$ cat src/verilog/uart_pkg.sv
`default_nettype none

package uart_pkg;

  // serial frame layout
  localparam int DATA_BITS  = 8;
  localparam int FRAME_BITS = 11;

  // host side widths
  localparam int CMD_WIDTH  = 16;
  localparam int READ_WIDTH = 8;

  // command word fields, where flag and address form the first byte on the line
  localparam int CMD_WR_BIT   = 15;
  localparam int CMD_ADDR_MSB = 14;
  localparam int CMD_ADDR_LSB = 8;

  // parity bit that makes the total number of ones even
  function automatic logic even_parity(input logic [DATA_BITS-1:0] byte_in);
    logic p;
    p = ^byte_in;
    return p;
  endfunction

endpackage

`default_nettype wire

$ cat src/verilog/uart_tx_if.sv
`timescale 1ns/1ps
`default_nettype none

// one byte handed from the command sequencer to the serializer
interface uart_tx_if import uart_pkg::*; ();

  logic                 start;
  logic [DATA_BITS-1:0] data;
  logic                 busy;
  logic                 done;

  modport seq (
    output start,
    output data,
    input  busy,
    input  done
  );

  modport tx (
    input  start,
    input  data,
    output busy,
    output done
  );

endinterface

`default_nettype wire

$ cat src/verilog/uart_rx_if.sv
`timescale 1ns/1ps
`default_nettype none

// received byte with its frame checks, judged by the sequencer
interface uart_rx_if import uart_pkg::*; ();

  logic                 valid;
  logic [DATA_BITS-1:0] data;
  logic                 parity_ok;
  logic                 stop_ok;

  modport rx (
    output valid,
    output data,
    output parity_ok,
    output stop_ok
  );

  modport seq (
    input valid,
    input data,
    input parity_ok,
    input stop_ok
  );

endinterface

`default_nettype wire

$ cat src/verilog/uart_tx.sv
`timescale 1ns/1ps
`default_nettype none

module uart_tx import uart_pkg::*; #(
  parameter int CLKS_PER_BIT = 434
) (
  input  logic  clk,
  input  logic  rst_n,
  uart_tx_if.tx tif,
  output logic  tx
);

  localparam int CNT_W = $clog2(CLKS_PER_BIT + 1);
  localparam int IDX_W = $clog2(FRAME_BITS);

  logic [CNT_W-1:0]        clk_cnt;
  logic [IDX_W-1:0]        bit_idx;
  logic [FRAME_BITS-2:0]   frame;
  logic                    busy;
  logic                    bit_end;
  logic                    last_bit;

  assign bit_end  = (clk_cnt == CNT_W'(CLKS_PER_BIT - 1));
  assign last_bit = (bit_idx == IDX_W'(FRAME_BITS - 1));

  assign tif.busy = busy;
  assign tif.done = busy && bit_end && last_bit;

  // everything after the start bit, in line order: data lsb first, parity, stop
  always_ff @(posedge clk) begin
    if (tif.start && !busy) begin
      frame <= {1'b1, even_parity(tif.data), tif.data};
    end
  end

  // bit_idx counts line bits with the start bit as 0, so frame[bit_idx] is the next bit
  always_ff @(posedge clk or negedge rst_n) begin
    if (!rst_n) begin
      busy    <= 1'b0;
      clk_cnt <= '0;
      bit_idx <= '0;
      tx      <= 1'b1;
    end else if (!busy) begin
      if (tif.start) begin
        busy    <= 1'b1;
        clk_cnt <= '0;
        bit_idx <= '0;
        tx      <= 1'b0;
      end
    end else if (bit_end) begin
      clk_cnt <= '0;
      if (last_bit) begin
        busy <= 1'b0;
        tx   <= 1'b1;
      end else begin
        bit_idx <= bit_idx + 1'b1;
        tx      <= frame[bit_idx];
      end
    end else begin
      clk_cnt <= clk_cnt + 1'b1;
    end
  end

  // the sequencer has to wait for the previous frame to finish
  start_while_busy: assert property (
    @(posedge clk) disable iff (!rst_n)
    !(tif.start && busy)
  );

endmodule

`default_nettype wire

$ cat src/verilog/uart_rx.sv
`timescale 1ns/1ps
`default_nettype none

module uart_rx import uart_pkg::*; #(
  parameter int CLKS_PER_BIT = 434
) (
  input  logic  clk,
  input  logic  rst_n,
  input  logic  rx,
  uart_rx_if.rx rif
);

  localparam int CNT_W    = $clog2(CLKS_PER_BIT + 1);
  localparam int IDX_W    = $clog2(FRAME_BITS);
  localparam int HALF_END = (CLKS_PER_BIT / 2 > 0) ? CLKS_PER_BIT / 2 - 1 : 0;

  localparam logic [1:0] R_IDLE  = 2'd0;
  localparam logic [1:0] R_START = 2'd1;
  localparam logic [1:0] R_BITS  = 2'd2;

  logic [1:0]           state;
  logic [CNT_W-1:0]     clk_cnt;
  logic [IDX_W-1:0]     bit_idx;
  logic                 rx_meta;
  logic                 rx_sync;
  logic                 rx_prev;
  logic                 fall;
  logic                 bit_end;
  logic                 valid;
  logic [DATA_BITS-1:0] shreg;
  logic                 par_bit;
  logic                 stop_bit;

  always_ff @(posedge clk or negedge rst_n) begin
    if (!rst_n) begin
      rx_meta <= 1'b1;
      rx_sync <= 1'b1;
      rx_prev <= 1'b1;
    end else begin
      rx_meta <= rx;
      rx_sync <= rx_meta;
      rx_prev <= rx_sync;
    end
  end

  assign fall    = rx_prev && !rx_sync;
  assign bit_end = (clk_cnt == CNT_W'(CLKS_PER_BIT - 1));

  // after the start check, bit_idx runs over 8 data bits, then parity, then stop
  always_ff @(posedge clk or negedge rst_n) begin
    if (!rst_n) begin
      state   <= R_IDLE;
      clk_cnt <= '0;
      bit_idx <= '0;
      valid   <= 1'b0;
    end else begin
      valid <= 1'b0;
      case (state)
        R_IDLE: begin
          if (fall) begin
            state   <= R_START;
            clk_cnt <= '0;
          end
        end
        R_START: begin
          if (clk_cnt == CNT_W'(HALF_END)) begin
            clk_cnt <= '0;
            bit_idx <= '0;
            // a line that is high again at mid start bit was only a glitch
            state   <= rx_sync ? R_IDLE : R_BITS;
          end else begin
            clk_cnt <= clk_cnt + 1'b1;
          end
        end
        R_BITS: begin
          if (bit_end) begin
            clk_cnt <= '0;
            bit_idx <= bit_idx + 1'b1;
            if (bit_idx == IDX_W'(FRAME_BITS - 2)) begin
              state <= R_IDLE;
              valid <= 1'b1;
            end
          end else begin
            clk_cnt <= clk_cnt + 1'b1;
          end
        end
        default: state <= R_IDLE;
      endcase
    end
  end

  always_ff @(posedge clk) begin
    if (state == R_BITS && bit_end) begin
      if (bit_idx < IDX_W'(DATA_BITS)) begin
        shreg <= {rx_sync, shreg[DATA_BITS-1:1]};
      end else if (bit_idx == IDX_W'(DATA_BITS)) begin
        par_bit <= rx_sync;
      end else begin
        stop_bit <= rx_sync;
      end
    end
  end

  assign rif.valid     = valid;
  assign rif.data      = shreg;
  assign rif.parity_ok = (par_bit == even_parity(shreg));
  assign rif.stop_ok   = stop_bit;

  // a whole frame separates two received bytes
  valid_single: assert property (
    @(posedge clk) disable iff (!rst_n)
    valid |=> !valid
  );

endmodule

`default_nettype wire

$ cat src/verilog/uart_cmd_seq.sv
`timescale 1ns/1ps
`default_nettype none

module uart_cmd_seq import uart_pkg::*; #(
  parameter int CLKS_PER_BIT = 434,
  parameter int GAP_BITS     = 2
) (
  input  logic                  clk,
  input  logic                  rst_n,
  input  logic [CMD_WIDTH-1:0]  cmd_in,
  input  logic                  cmd_vld,
  output logic                  cmd_rdy,
  output logic                  read_rdy,
  output logic [READ_WIDTH-1:0] read_data,
  uart_tx_if.seq                tif,
  uart_rx_if.seq                rif
);

  localparam int CNT_W = $clog2(CLKS_PER_BIT + 1);
  localparam int GAP_W = $clog2(GAP_BITS + 2);

  localparam logic [2:0] S_IDLE   = 3'd0;
  localparam logic [2:0] S_JUDGE  = 3'd1;
  localparam logic [2:0] S_FRAME0 = 3'd2;
  localparam logic [2:0] S_DELAY  = 3'd3;
  localparam logic [2:0] S_FRAME1 = 3'd4;
  localparam logic [2:0] S_RWAIT  = 3'd5;

  logic [2:0]           state;
  logic [CMD_WIDTH-1:0] cmd_buf;
  logic [CNT_W-1:0]     clk_cnt;
  logic [GAP_W-1:0]     gap_cnt;
  logic                 gap_done;
  logic                 issue;
  logic                 rx_good;
  logic [DATA_BITS-1:0] cmd_byte;

  assign cmd_rdy  = (state == S_IDLE);
  assign gap_done = (gap_cnt == GAP_W'(GAP_BITS));
  assign rx_good  = rif.valid && rif.parity_ok && rif.stop_ok;
  assign cmd_byte = {cmd_buf[CMD_WR_BIT], cmd_buf[CMD_ADDR_MSB:CMD_ADDR_LSB]};

  // the command byte goes out from judge, the data byte once the gap has elapsed
  assign issue     = ((state == S_JUDGE) || (state == S_DELAY && gap_done)) && !tif.busy;
  assign tif.start = issue;
  assign tif.data  = (state == S_JUDGE) ? cmd_byte : cmd_buf[DATA_BITS-1:0];

  always_ff @(posedge clk) begin
    if (cmd_vld && cmd_rdy) begin
      cmd_buf <= cmd_in;
    end
  end

  always_ff @(posedge clk or negedge rst_n) begin
    if (!rst_n) begin
      state     <= S_IDLE;
      clk_cnt   <= '0;
      gap_cnt   <= '0;
      read_rdy  <= 1'b0;
      read_data <= '0;
    end else begin
      read_rdy <= 1'b0;
      case (state)
        S_IDLE: begin
          if (cmd_vld) begin
            state <= S_JUDGE;
          end
        end
        S_JUDGE: begin
          if (issue) begin
            state <= S_FRAME0;
          end
        end
        S_FRAME0: begin
          if (tif.done) begin
            // writes still owe the data byte, reads now wait on the rx line
            state   <= cmd_buf[CMD_WR_BIT] ? S_DELAY : S_RWAIT;
            clk_cnt <= '0;
            gap_cnt <= '0;
          end
        end
        S_DELAY: begin
          if (gap_done) begin
            if (issue) begin
              state <= S_FRAME1;
            end
          end else if (clk_cnt == CNT_W'(CLKS_PER_BIT - 1)) begin
            clk_cnt <= '0;
            gap_cnt <= gap_cnt + 1'b1;
          end else begin
            clk_cnt <= clk_cnt + 1'b1;
          end
        end
        S_FRAME1: begin
          if (tif.done) begin
            state <= S_IDLE;
          end
        end
        S_RWAIT: begin
          // frames with a bad parity or stop bit are dropped and the wait goes on
          if (rx_good) begin
            read_data <= rif.data;
            read_rdy  <= 1'b1;
            state     <= S_IDLE;
          end
        end
        default: state <= S_IDLE;
      endcase
    end
  end

  // the host never hands over a command in the cycle that a read completes
  no_accept_with_read: assert property (
    @(posedge clk) disable iff (!rst_n)
    !(cmd_vld && cmd_rdy && read_rdy)
  );

endmodule

`default_nettype wire

$ cat src/verilog/uart_bridge_top.sv
`timescale 1ns/1ps
`default_nettype none

module uart_bridge_top import uart_pkg::*; #(
  parameter int CLKS_PER_BIT = 434,
  parameter int GAP_BITS     = 2
) (
  input  logic                  clk,
  input  logic                  rst_n,
  input  logic [CMD_WIDTH-1:0]  cmd_in,
  input  logic                  cmd_vld,
  input  logic                  rx,
  output logic                  tx,
  output logic                  read_rdy,
  output logic [READ_WIDTH-1:0] read_data,
  output logic                  cmd_rdy
);

  uart_tx_if tx_bus ();
  uart_rx_if rx_bus ();

  uart_cmd_seq #(
    .CLKS_PER_BIT (CLKS_PER_BIT),
    .GAP_BITS     (GAP_BITS)
  ) u_seq (
    .clk       (clk),
    .rst_n     (rst_n),
    .cmd_in    (cmd_in),
    .cmd_vld   (cmd_vld),
    .cmd_rdy   (cmd_rdy),
    .read_rdy  (read_rdy),
    .read_data (read_data),
    .tif       (tx_bus.seq),
    .rif       (rx_bus.seq)
  );

  uart_tx #(
    .CLKS_PER_BIT (CLKS_PER_BIT)
  ) u_tx (
    .clk   (clk),
    .rst_n (rst_n),
    .tif   (tx_bus.tx),
    .tx    (tx)
  );

  // the receiver listens all the time, the sequencer decides what to keep
  uart_rx #(
    .CLKS_PER_BIT (CLKS_PER_BIT)
  ) u_rx (
    .clk   (clk),
    .rst_n (rst_n),
    .rx    (rx),
    .rif   (rx_bus.rx)
  );

endmodule

`default_nettype wire

$ cat config.mk
export PLATFORM = sky130hd
export DESIGN_NAME = uart_bridge_top
export DESIGN_NICKNAME = d
export VERILOG_FILES = /design/src/verilog/uart_pkg.sv /design/src/verilog/uart_tx_if.sv /design/src/verilog/uart_rx_if.sv /design/src/verilog/uart_tx.sv /design/src/verilog/uart_rx.sv /design/src/verilog/uart_cmd_seq.sv /design/src/verilog/uart_bridge_top.sv
export SDC_FILE = /design/constraint.sdc
export NUM_CORES = 1
export LEC_CHECK = 0
export BUFFER_PORTS_ARGS = -buffer_cell sky130_fd_sc_hd__clkbuf_2
export CAP_MARGIN = 25
export CORE_MARGIN = 3
export CORE_UTILIZATION = 51
export DETAILED_ROUTE_END_ITERATION = 16
export PLACE_DENSITY = 0.69
export SYNTH_ARGS = -nofsm -noshare
export SYNTH_HDL_FRONTEND = slang
export SYNTH_HIERARCHICAL = 1
export SYNTH_SLANG_ARGS = --single-unit
$ cat constraint.sdc
create_clock -name clk -period 3.6 [get_ports clk]
set_clock_uncertainty 0.15 [all_clocks]
set_input_delay 0.72 -clock clk [delete_from_list [all_inputs] [get_ports clk]]
set_output_delay 0.72 -clock clk [all_outputs]
set_load 0.01 [all_outputs]
==> flow_metrics.tcl <==
set metrics [dict create \
    status "finished, final reports clean" \
    netlist_instances 404 \
    antenna_cells 0 \
    syn_nets 440 \
    grt_pass1_vias 3037 \
    p_leak_nw 2.119 \
    rsz0062_at_grt "false" \
    ys.flop_type "dfrtp_1" \
    area_growth_pct 8.867 \
    synthMuxAreaShare_pct 5.636 \
    antenna_found_initial 0 \
    totalWireLength_um 8374 \
    synth_edf_count 35 \
    cts_setup_buffers 0 \
    register_area_um2 2482 \
    dr.pass1.iters 4 \
    drt_iter0_markers 190 \
    die_w_um 101.8 \
    reg2reg_from "u_tx/bit_idx[0]" \
    reg2reg_depth 9 \
    tightestPinTransition_ns 0.7504 \
    drc 0 \
    final_layout_size_suffix_gt1_share_pct 21.92 \
    max_clock_freq_mhz 366.7 \
    dp_slack_ns 0.8852 \
    postLayoutCoreUtil_pct 57.91 \
    start_util_pct 53.20 \
    final.fill_count 756 \
    fin_tns_setup_ns 0 \
    maxSlewViolCount 0 \
    final_cells 546 \
    grt_first_pass_wirelength_um 14590 \
    synth_top_family_by_area "simple AND/OR/NAND/NOR gates" \
    numCtsBuffers 9 \
    r2r_setup_slack_ns 0.87 \
    synth_adder_area_share_pct 4.274 \
    dieArea_um2 10370 \
    post-place-cells 530 \
    grt_start_max_net_pins 39 \
    cts_buffer_depth 2 \
    finalCriticalPeriod_ns 2.727 \
    vdd.ir_drop.worst_uv 239.7 \
    layout.nets 469 \
    cts.sinks 92 \
    seq_area_frac_synth_pct 52.99 \
    gp_congestion 0.8367 \
    syn_area_per_cell_um2 11.60 \
    antenna_left 0 \
    worst_ep_required_time_ns 3.65 \
    cts_tree "built" \
    endpoint_kind "flop" \
    vias 3175 \
    ios 31 \
    crit_arrival_ns 2.77 \
    setup_viol_count_final 0 \
    async_flop_share_pct 61.96 \
    post-route-period-util_pct 75.75 \
    r2r_end "u_seq/gap_cnt[0]" \
    fp.dieH_um 101.8 \
    track_usage_pct 17.60 \
    synth_compound_area_share_pct 12.98 \
    synth-xor-area-share_pct 4.300 \
    slew_headroom_pct 49.27 \
    multi_input_area_um2 2031 \
    ys_types 78 \
    hold_buffers 0 \
    port_buffers 30 \
    post_cts_resized 0 \
    dp_hpwl_um 6106 \
    syn-cell-area_um2 4684 \
    core_area_um2 8806 \
    rows 34 \
    start_kind "flop" \
    hp-class "in -> async" \
    vias_per_cell 5.815 \
    overflow 0 \
    cts_max_level 3 \
    synth-seq-cells 92 \
    clk_latency_ns 0.35 \
    synth_warnings 6 \
    critPathMaxFanout 9 \
    wl_per_cell_um 15.34 \
    yosys.area_share.simple_pct 16.05 \
    maxCapViolations 0 \
    p_per_area_nw_per_um2 418.8 \
    path_class "reg -> reg" \
    clk_pin_slew_ns 0.09 \
    cts-root-buf "clkbuf_8" \
    finalWorstSetupSlack_ns 0.8731 \
    hold_violations 0 \
]
## worst max path at each step
stage	startpoint	to	depth (start not counted)
after global routing	u_tx/bit_idx[0]	u_seq/gap_cnt[0]	9
after global placement	u_tx/bit_idx[0]	u_seq/gap_cnt[0]	9
after floorplan	cmd_vld	u_seq/cmd_buf[0]	2
final	u_tx/bit_idx[0]	u_seq/gap_cnt[0]	9
after CTS	u_tx/bit_idx[0]	u_seq/gap_cnt[0]	9
after detailed placement	u_tx/bit_idx[0]	u_seq/gap_cnt[0]	9
## metal layers
layer	part of all wire, %	up-vias	GRT usage, %	wire (um)
li1	-	1551	-	-
met5	0	-	0	0
met3	2.9	9	3.549	244
met4	1.4	0	5.449	117
met1	47	1571	24.99	3960
met2	48	44	27.57	4052
## synth_stat cells, types with 6 or more instances
| cell | number | share of area, % |
|---|---|---|
| dfrtp_1 | 53 | 28 |
| mux2_2 | 17 | 4.1 |
| nor2_1 | 20 | 1.6 |
| edfxtp_1 | 35 | 22 |
| and3_1 | 7 | 0.93 |
| a21oi_1 | 7 | 0.75 |
| xor2_1 | 6 | 1.1 |
| nand2_1 | 32 | 2.6 |
| nand2b_1 | 7 | 0.93 |
| o211ai_1 | 8 | 1.3 |
| nand4_1 | 6 | 0.80 |
| ha_1 | 16 | 4.3 |
| xnor2_1 | 17 | 3.2 |
| nand3_1 | 11 | 1.2 |
| inv_1 | 21 | 1.7 |
| o21ai_0 | 16 | 1.7 |
| a31oi_1 | 6 | 0.80 |
| nor3_1 | 10 | 1.1 |
## critical path: stages (launching register included)
cell	delay [ns]
dfrtp_1	0.47
inv_1	0.12
ha_1	0.16
and3b_2	0.27
and4_1	0.26
nor2b_1	0.15
buf_4	0.18
o21ai_2	0.10
nor2b_1	0.56
mux2i_1	0.15
## sequential cells by signal, summed over array words and instances, names as in the netlist
name / flops
u_seq/read_rdy: 1
u_tx/clk_cnt: 9
u_rx/rif.data: 8
u_rx/rif.stop_ok: 1
u_rx/rx_sync: 1
u_tx/tx: 1
u_seq/clk_cnt: 9
u_seq/cmd_buf: 16
u_rx/state: 2
u_rx/par_bit: 1
u_seq/state: 3
u_seq/gap_cnt: 2
u_rx/clk_cnt: 9
u_tx/frame: 9
u_tx/tif.busy: 1
u_seq/read_data: 8
u_rx/rx_prev: 1
u_rx/rx_meta: 1
u_tx/bit_idx: 4
u_rx/bit_idx: 4
u_rx/rif.valid: 1
## cells in the final DEF, fill, tap and decap left out, types with 5 or more instances in the layout
master / count
a21oi_1: 7
a31oi_1: 6
and3_1: 7
clkbuf_2: 30
clkbuf_8: 9
dfrtp_1: 53
edfxtp_1: 35
ha_1: 16
inv_1: 21
mux2_2: 17
mux2i_1: 5
nand2_1: 32
nand2b_1: 7
nand3_1: 11
nand4_1: 6
nor2_1: 20
nor3_1: 9
o2111ai_1: 5
o211ai_1: 8
o21ai_0: 16
xnor2_1: 17
xor2_1: 6
## cell type report
| type | instances | area share (%) |
|---|---|---|
| multi-input cells | 276 | 39.82 |
| inverters | 21 | 1.546 |
| well taps | 108 | 2.650 |
| clock buffers | 10 | 2.502 |
| flip-flops and latches | 92 | 48.68 |
| clock inverters | 6 | 1.423 |
| repair buffers | 33 | 3.386 |
## cell families (layout without fill, tap and decap cells)
family          count (synthesis)  after routing
flops                          92             92
xor+xnor                       23             23
mux                            23             23
fa+ha+maj                      16             16
simple gates                  131            131
buf+inv                        36             70
compound gates                 83             83
## metrics by stage
step / hold WS (ns) / cell area (um^2) / power [mW]
global placement: 0.1957 / 4900 / 1.459
CTS: 0.1731 / 5100 / 2.163
detailed placement: 0.1979 / 4900 / 1.465
floorplan: 0.1952 / 4684 / 1.383
finish: 0.1661 / 5100 / 2.136
global route: 0.1806 / 5100 / 2.245
## where the power goes
| group | internal (mW) | switching [mW] |
|---|---|---|
| clock network | 0.328 | 0.366 |
| registers | 1.11 | 0.0193 |
| logic | 0.103 | 0.214 |
Note: power is estimated with default switching activity, not from simulation.
